[config.mk]
export PLATFORM = sky130hd
export DESIGN_NAME = input_buffer
export DESIGN_NICKNAME = d
export VERILOG_FILES = /design/src/common/noc_flit_pkg.sv /design/src/common/input_buffer_pkg.sv /design/src/hw/input_buffer/vc_ptr_ctrl.sv /design/src/hw/input_buffer/flit_ram.sv /design/src/hw/input_buffer/input_buffer.sv
export SDC_FILE = /design/constraint.sdc
export NUM_CORES = 1
export LEC_CHECK = 0
export BUFFER_PORTS_ARGS = -buffer_cell sky130_fd_sc_hd__buf_2
export CORE_MARGIN = 10
export CORE_UTILIZATION = 35
export CTS_CLUSTER_DIAMETER = 100
export DETAILED_ROUTE_END_ITERATION = 8
export GPL_TIMING_DRIVEN = 0
export SLEW_MARGIN = 30
export SYNTH_ARGS = -nofsm -noshare
export SYNTH_HDL_FRONTEND = slang
export SYNTH_SLANG_ARGS = --single-unit
[constraint.sdc]
create_clock -name clk -period 5 [get_ports clk]
set_clock_uncertainty 0.1 [all_clocks]
set_input_delay 0.75 -clock clk [delete_from_list [all_inputs] [get_ports clk]]
set_output_delay 0.75 -clock clk [all_outputs]
set_load 0.05 [all_outputs]
[src/common/noc_flit_pkg.sv]
package noc_flit_pkg;

    // virtual channels per input port
    // the one-hot vc field of a flit is this wide
    localparam int VC_NUM = 4;

    // flit payload width
    localparam int FPAY = 32;

    // head and tail flags
    localparam int HDR_W = 2;

    // flit on the link holds header, one-hot vc field and payload
    localparam int FLIT_W = HDR_W + VC_NUM + FPAY;

    // binary vc index width
    // never below one bit even for a single-vc port
    localparam int VC_IDX_W = (VC_NUM > 1) ? $clog2(VC_NUM) : 1;

    // stored word without the vc field
    localparam int RAM_W = HDR_W + FPAY;

    // header position inside flit_t
    localparam int HDR_LSB = FLIT_W - HDR_W;

    // head and tail flag bits
    typedef logic [HDR_W-1:0] hdr_t;

    // payload bits
    typedef logic [FPAY-1:0] payload_t;

    // one bit per vc for selects and status
    typedef logic [VC_NUM-1:0] vc_mask_t;

    // vc number in binary
    typedef logic [VC_IDX_W-1:0] vc_idx_t;

    // incoming flit laid out as {hdr, vc, payload}
    typedef logic [FLIT_W-1:0] flit_t;

    // buffer word laid out as {hdr, payload}
    typedef logic [RAM_W-1:0] ram_word_t;

endpackage

[src/common/input_buffer_pkg.sv]
package input_buffer_pkg;

    // flits per vc, power of two only
    localparam int DEFAULT_DEPTH = 4;

    // speculative switch allocation bypass on by default
    localparam bit DEFAULT_SSA_EN = 1'b1;

    // slot pointer width for the default depth
    localparam int PTR_W = (DEFAULT_DEPTH > 1) ? $clog2(DEFAULT_DEPTH) : 1;

    // per-vc slot pointer
    typedef logic [PTR_W-1:0] buf_ptr_t;

    // per-vc occupancy, one extra bit so a full vc fits
    typedef logic [PTR_W:0] depth_cnt_t;

endpackage

[src/hw/input_buffer/vc_ptr_ctrl.sv]
`timescale 1ns/1ps

module vc_ptr_ctrl #(
    parameter int depth = input_buffer_pkg::DEFAULT_DEPTH,
    parameter bit ssa_en = input_buffer_pkg::DEFAULT_SSA_EN,
    localparam int ptr_w = (depth > 1) ? $clog2(depth) : 1,
    localparam int addr_w = noc_flit_pkg::VC_IDX_W + ptr_w
) (
    input  logic                   clk,
    input  logic                   reset,
    input  noc_flit_pkg::vc_mask_t vc_num_wr,
    input  noc_flit_pkg::vc_mask_t vc_num_rd,
    input  logic                   wr_en,
    input  logic                   rd_en,
    input  noc_flit_pkg::vc_mask_t ssa_rd,
    // {vc index, slot pointer}
    output logic [addr_w-1:0]      wr_addr,
    output logic [addr_w-1:0]      rd_addr,
    output noc_flit_pkg::vc_mask_t vc_not_empty
);

    localparam int VC_NUM = noc_flit_pkg::VC_NUM;

    // slot pointer inside one vc slice
    typedef logic [ptr_w-1:0] slot_ptr_t;

    // all pointers of the port, one entry per vc
    typedef slot_ptr_t [VC_NUM-1:0] slot_ptr_vec_t;

    // occupancy, one bit wider than a pointer
    typedef logic [ptr_w:0] occ_t;

    slot_ptr_vec_t wr_ptr;
    slot_ptr_vec_t rd_ptr;
    occ_t          occ [VC_NUM];

    // per-vc push and pop strobes
    noc_flit_pkg::vc_mask_t push;
    noc_flit_pkg::vc_mask_t pop;

    // slot pointers of the selected vcs
    slot_ptr_t wr_slot;
    slot_ptr_t rd_slot;

    // slice index of the selected vcs
    noc_flit_pkg::vc_idx_t wr_vc_idx;
    noc_flit_pkg::vc_idx_t rd_vc_idx;

    // and-or mux over the per-vc pointers
    function automatic slot_ptr_t onehot_ptr_mux(
        input slot_ptr_vec_t          ptrs,
        input noc_flit_pkg::vc_mask_t sel
    );
        slot_ptr_t res;
        res = '0;
        for (int i = 0; i < VC_NUM; i++) begin
            if (sel[i]) begin
                res = res | ptrs[i];
            end
        end
        return res;
    endfunction

    // one-hot to binary, or of the set positions
    function automatic noc_flit_pkg::vc_idx_t onehot_to_bin(
        input noc_flit_pkg::vc_mask_t sel
    );
        noc_flit_pkg::vc_idx_t res;
        res = '0;
        for (int i = 0; i < VC_NUM; i++) begin
            if (sel[i]) begin
                res = res | noc_flit_pkg::vc_idx_t'(i);
            end
        end
        return res;
    endfunction

    // a write pushes into the selected vc
    assign push = wr_en ? vc_num_wr : '0;

    // normal read has priority, speculative pops only in idle read cycles
    assign pop = rd_en ? vc_num_rd : (ssa_en ? ssa_rd : '0);

    genvar i;
    generate
        for (i = 0; i < VC_NUM; i++) begin : g_vc
            always_ff @(posedge clk or posedge reset) begin
                if (reset) begin
                    wr_ptr[i] <= '0;
                    rd_ptr[i] <= '0;
                    occ[i] <= '0;
                end else begin
                    // pointers wrap inside the slice, depth is a power of two
                    if (push[i]) begin
                        wr_ptr[i] <= wr_ptr[i] + 1'b1;
                    end
                    if (pop[i]) begin
                        rd_ptr[i] <= rd_ptr[i] + 1'b1;
                    end
                    // push and pop together leave the count alone
                    if (push[i] && !pop[i]) begin
                        occ[i] <= occ[i] + 1'b1;
                    end else if (!push[i] && pop[i]) begin
                        occ[i] <= occ[i] - 1'b1;
                    end
                end
            end

            // status straight from the registered count
            assign vc_not_empty[i] = (occ[i] != '0);
        end
    endgenerate

    // pointer of the vc being written
    assign wr_slot = onehot_ptr_mux(wr_ptr, vc_num_wr);

    // pointer of the vc being read
    assign rd_slot = onehot_ptr_mux(rd_ptr, vc_num_rd);

    // slice base in binary
    assign wr_vc_idx = onehot_to_bin(vc_num_wr);
    assign rd_vc_idx = onehot_to_bin(vc_num_rd);

    // vc index picks the slice, pointer picks the slot
    assign wr_addr = {wr_vc_idx, wr_slot};
    assign rd_addr = {rd_vc_idx, rd_slot};

endmodule

[src/hw/input_buffer/flit_ram.sv]
`timescale 1ns/1ps

module flit_ram #(
    parameter int depth = input_buffer_pkg::DEFAULT_DEPTH,
    parameter bit ssa_en = input_buffer_pkg::DEFAULT_SSA_EN,
    localparam int ptr_w = (depth > 1) ? $clog2(depth) : 1,
    localparam int addr_w = noc_flit_pkg::VC_IDX_W + ptr_w
) (
    input  logic                    clk,
    input  noc_flit_pkg::ram_word_t ram_wr_data,
    input  logic [addr_w-1:0]       wr_addr,
    input  logic [addr_w-1:0]       rd_addr,
    input  logic                    wr_en,
    input  logic                    rd_en,
    output noc_flit_pkg::ram_word_t rd_data
);

    // one slice of 2**ptr_w words per vc
    localparam int WORDS = noc_flit_pkg::VC_NUM * (2 ** ptr_w);

    noc_flit_pkg::ram_word_t mem [WORDS];

    // registered read port
    noc_flit_pkg::ram_word_t mem_rd_data;

    // simple dual port, write and read in the same edge
    always_ff @(posedge clk) begin
        if (wr_en) begin
            mem[wr_addr] <= ram_wr_data;
        end
        // holds the last read word while rd_en is low
        if (rd_en) begin
            mem_rd_data <= mem[rd_addr];
        end
    end

    generate
        if (ssa_en) begin : g_ssa
            // last write data, offered when no read was issued
            noc_flit_pkg::ram_word_t bypass_q;
            logic                    rd_en_q;

            always_ff @(posedge clk) begin
                bypass_q <= ram_wr_data;
                rd_en_q <= rd_en;
            end

            // read result after a read cycle, bypassed flit otherwise
            assign rd_data = rd_en_q ? mem_rd_data : bypass_q;
        end else begin : g_no_ssa
            assign rd_data = mem_rd_data;
        end
    endgenerate

endmodule

[src/hw/input_buffer/input_buffer.sv]
`timescale 1ns/1ps

module input_buffer #(
    parameter int depth = input_buffer_pkg::DEFAULT_DEPTH,
    parameter bit ssa_en = input_buffer_pkg::DEFAULT_SSA_EN,
    // slot pointer and ram address widths follow depth
    localparam int ptr_w = (depth > 1) ? $clog2(depth) : 1,
    localparam int addr_w = noc_flit_pkg::VC_IDX_W + ptr_w
) (
    input  logic                   clk,
    input  logic                   reset,
    // flit from the upstream link
    input  noc_flit_pkg::flit_t    din,
    input  noc_flit_pkg::vc_mask_t vc_num_wr,
    input  noc_flit_pkg::vc_mask_t vc_num_rd,
    input  logic                   wr_en,
    input  logic                   rd_en,
    // speculative pops from switch allocation
    input  noc_flit_pkg::vc_mask_t ssa_rd,
    output noc_flit_pkg::ram_word_t dout,
    output noc_flit_pkg::vc_mask_t vc_not_empty
);

    // incoming flit split into its stored fields
    noc_flit_pkg::hdr_t      hdr_in;
    noc_flit_pkg::payload_t  payload_in;
    noc_flit_pkg::ram_word_t ram_wr_data;

    // ram addresses from pointer control
    logic [addr_w-1:0] wr_addr;
    logic [addr_w-1:0] rd_addr;

    // header sits at the top of the flit
    assign hdr_in = din[noc_flit_pkg::HDR_LSB +: noc_flit_pkg::HDR_W];

    // payload at the bottom
    assign payload_in = din[noc_flit_pkg::FPAY-1:0];

    // vc field dropped, the slice address already says which vc
    assign ram_wr_data = {hdr_in, payload_in};

    // per-vc pointers and occupancy
    vc_ptr_ctrl #(
        .depth  (depth),
        .ssa_en (ssa_en)
    ) u_ptr (
        .clk          (clk),
        .reset        (reset),
        .vc_num_wr    (vc_num_wr),
        .vc_num_rd    (vc_num_rd),
        .wr_en        (wr_en),
        .rd_en        (rd_en),
        .ssa_rd       (ssa_rd),
        .wr_addr      (wr_addr),
        .rd_addr      (rd_addr),
        .vc_not_empty (vc_not_empty)
    );

    // shared storage for all vcs of the port
    flit_ram #(
        .depth  (depth),
        .ssa_en (ssa_en)
    ) u_ram (
        .clk         (clk),
        .ram_wr_data (ram_wr_data),
        .wr_addr     (wr_addr),
        .rd_addr     (rd_addr),
        .wr_en       (wr_en),
        .rd_en       (rd_en),
        .rd_data     (dout)
    );

endmodule

==> results_dict.tcl <==
set metrics [dict create \
    clock_latency_ns 0.63 \
    dpl_cell_area_um2 26400 \
    worst_slew_pin_slew_ns 0.970 \
    cpMaxStageDelayCell "clkbuf_2" \
    vias_in_the_first_global_route 12000 \
    routed_wirelength_um 52400 \
    pre_cts_slack_ns 1.28 \
    outcome "completed" \
    netlist_instances 1091 \
    dp_hpwl_um 34900 \
    area_growth_syn_to_layout_pct 18.8 \
    timing.setup.critical_path_class "reg -> out" \
    final-hold-violation-count 0 \
    yosysUniqueCellTypes 33 \
    crit_path_max_fanout 10 \
    wire_per_inst_um 23.8 \
    fin_worst_hold_slack_ns 0.102 \
    first_iter_violations 825 \
    layout.nets 1334 \
    postCtsSetupBuffers 0 \
    global_route.usage.total_pct 13.3 \
    grt_first_pass_wirelength_um 78100 \
    synth.net_count 1153 \
    cts-htree-levels 2 \
    post-route-period-util_pct 69.9 \
    setup_violations 0 \
    cts_tree "done" \
    post_layout_util_pct 42.2 \
    static-leakage-power_nw 9.33 \
    cts_num_sinks 641 \
    proportion_of_synthesized_chip_area_in_sequential_cells_pct 78.3 \
    period_needed_ns 3.50 \
    worstSetupEndpointType "output port" \
    first_pass_iters 5 \
    largest_net_degree_at_the_start_of_global_routing 37 \
    per_instance_average_area_after_synthesis_um2 22.0 \
    cpLargestDelayFamily "buffers and inverters" \
    max-vdd-ir-drop_v 0.000289 \
    slew_headroom_pct 35.3 \
    core.rowCount 95 \
    drtAntennaViolNets 0 \
    viasPerCell 5.11 \
    cts-buffers-inserted 60 \
    worst_r2r_path_depth 6 \
    via_count 11200 \
    core_area_um2 67500 \
    antenna_violations_before_repair 5 \
    cts.reportedPaths.clkPinSlew_ns 0.06 \
    yosysWarningCount 0 \
    regToRegSetupSlack_ns 1.81 \
    tns_ns 0 \
    ctsHoldBuffers 0 \
    critical_path.startpoint_type "flip-flop" \
    instances_no_fill 2196 \
    place.gp.congestion 0.736 \
    layout_cell_share_with_drive_strength_beyond_1_pct 31.7 \
    grt_setup_unrepaired "no" \
    globalRouteOverflowTotal 0 \
    total_power_per_unit_cell_area_nw_per_um2 496 \
    syn_area_um2 24000 \
    post-place-cells 2083 \
    critical_path_cell_by_cell "clkbuf_1 > clkbuf_2 > mux2_2 > buf_2" \
    count_of_pins_over_their_slew_limit 0 \
    cts_buffer_depth 3 \
    postLayoutSetupSlackWorst_ns 1.50 \
    timing.max_cap.violations 0 \
    hold_path.class "in -> async" \
    drc_errors 0 \
    die_y_um 282 \
    rr_startpoint "u_ptr.rd_ptr[3]" \
    fp.dieArea_um2 79300 \
    critical_path.reg2reg.endpoint "u_ram.mem_rd_data[26]" \
    chipWidth_um 282 \
    cpPeakStageDelay_ns 0.54 \
    synth.top_cells.by_area "edfxtp_1 72%, mux4_2 12%, dfrtp_1 2.9%, dfxtp_1 2.9%, a22oi_1 2.3%" \
    achievable-frequency_mhz 286 \
    cts_repair_resize_count 0 \
    synth.top_cell.area_share_pct 72.5 \
    worst_ep_required_time_ns 4.15 \
    worst_ep_arrival_time_ns 2.65 \
    pin_count 92 \
    postLayoutCellArea_um2 28500 \
    total_power_mw 14.1 \
    ys_ff_latch 641 \
    start_util_pct 35.5 \
    worstPathBufferInverterCount 3 \
    cts_root_buffer "clkbuf_16" \
    yosysTopAreaCell "edfxtp_1" \
    io_buffers 87 \
]
## metal layers
metal | global-route usage (%) | share of wire, %
met2 | 22.8 | 50
met4 | 3.44 | 1.8
met5 | 0 | 0.13
met1 | 16.9 | 41
met3 | 3.00 | 6.1
## placed cells by master (no fill, tap or decap), types with 27 or more instances in the layout
cell type / netlist / routed
nand2_1: 46 / 46
buf_16: 0 / 27
a22oi_1: 72 / 72
clkbuf_16: 0 / 61
edfxtp_1: 578 / 578
clkbuf_1: 27 / 30
mux4_2: 132 / 132
dfrtp_1: 28 / 28
buf_2: 6 / 92
dfxtp_1: 35 / 35
mux2_2: 38 / 38
## logic make-up after synthesis
group / Yosys count / share of synthesized area (%)
AO/OA/AOI/OAI: 87 / 2.82
flip-flops: 641 / 78.3
multiplexers: 178 / 14.5
adder cells (fa/ha/maj): 8 / 0.543
buffers and inverters: 56 / 1.10
AND/OR/NAND/NOR: 93 / 1.67
XOR/XNOR: 28 / 1.02
## final cells by class
class	count	area, um2
Clock buffer	69	1580
Buffer	51	248
Multi-Input combinational cell	394	5050
Clock inverter	43	458
Fill cell	5802	39100
Timing Repair Buffer	119	1260
Sequential cell	641	18800
Inverter	5	18.8
Tap cell	873	1090
Antenna cell	1	2.50
## report_power, final
part           leakage [nW]  total [mW]  internal (mW)  switching, mW
Combinational          2.46        2.87           1.24           1.63
Sequential             5.88        6.55           6.37          0.180
Clock                  1.00        4.69           2.76           1.93
## state kept, by name, summed over array words and instances (netlist names)
signal,cells
u_ram.g_ssa.rd_en_q,1
u_ptr.wr_ptr,8
u_ptr.occ,12
u_ram.g_ssa.bypass_q,34
u_ram.mem_rd_data,34
u_ram.mem,544
u_ptr.rd_ptr,8
## Yosys cell counts
| master | number |
|---|---|
| a21boi_0 | 4 |
| a21oi_1 | 1 |
| ha_1 | 4 |
| and2_0 | 1 |
| buf_2 | 6 |
| nand2b_1 | 4 |
| or4_1 | 1 |
| clkbuf_4 | 1 |
| nand2_1 | 46 |
| edfxtp_1 | 578 |
| mux4_2 | 132 |
| fa_1 | 4 |
| buf_1 | 7 |
| inv_1 | 5 |
| and2_1 | 6 |
| clkbuf_1 | 27 |
| a22oi_1 | 72 |
| a221oi_4 | 1 |
| mux2i_1 | 8 |
| or3_1 | 4 |
| nand3b_1 | 1 |
| a2111oi_0 | 4 |
| nor2_1 | 28 |
| dfxtp_1 | 35 |
| xnor2_1 | 16 |
| buf_4 | 9 |
| xor2_1 | 12 |
| dfrtp_1 | 28 |
| a211oi_1 | 4 |
| buf_6 | 1 |
| mux2_2 | 38 |
| or2_2 | 2 |
| a22o_1 | 1 |
## how the worst max path moves through the flow
| stage | startpoint | endpoint | slack (ns) | cells after the start |
|---|---|---|---|---|
| 2_1_floorplan | vc_num_wr[2] | u_ram.mem[0][0] | 1.82 | 4 |
| 3_3_place_gp | vc_num_wr[1] | u_ram.mem[1][16] | -0.15 | 5 |
| 3_5_place_dp | vc_num_rd[1] | u_ram.mem_rd_data[26] | 1.28 | 7 |
| 4_1_cts | u_ram.g_ssa.rd_en_q | dout[4] | 1.14 | 4 |
| 5_1_grt | u_ram.g_ssa.rd_en_q | dout[0] | 1.32 | 4 |
| 6_report | u_ram.g_ssa.rd_en_q | dout[0] | 1.50 | 4 |
Note: power is estimated with default switching activity, not from simulation.
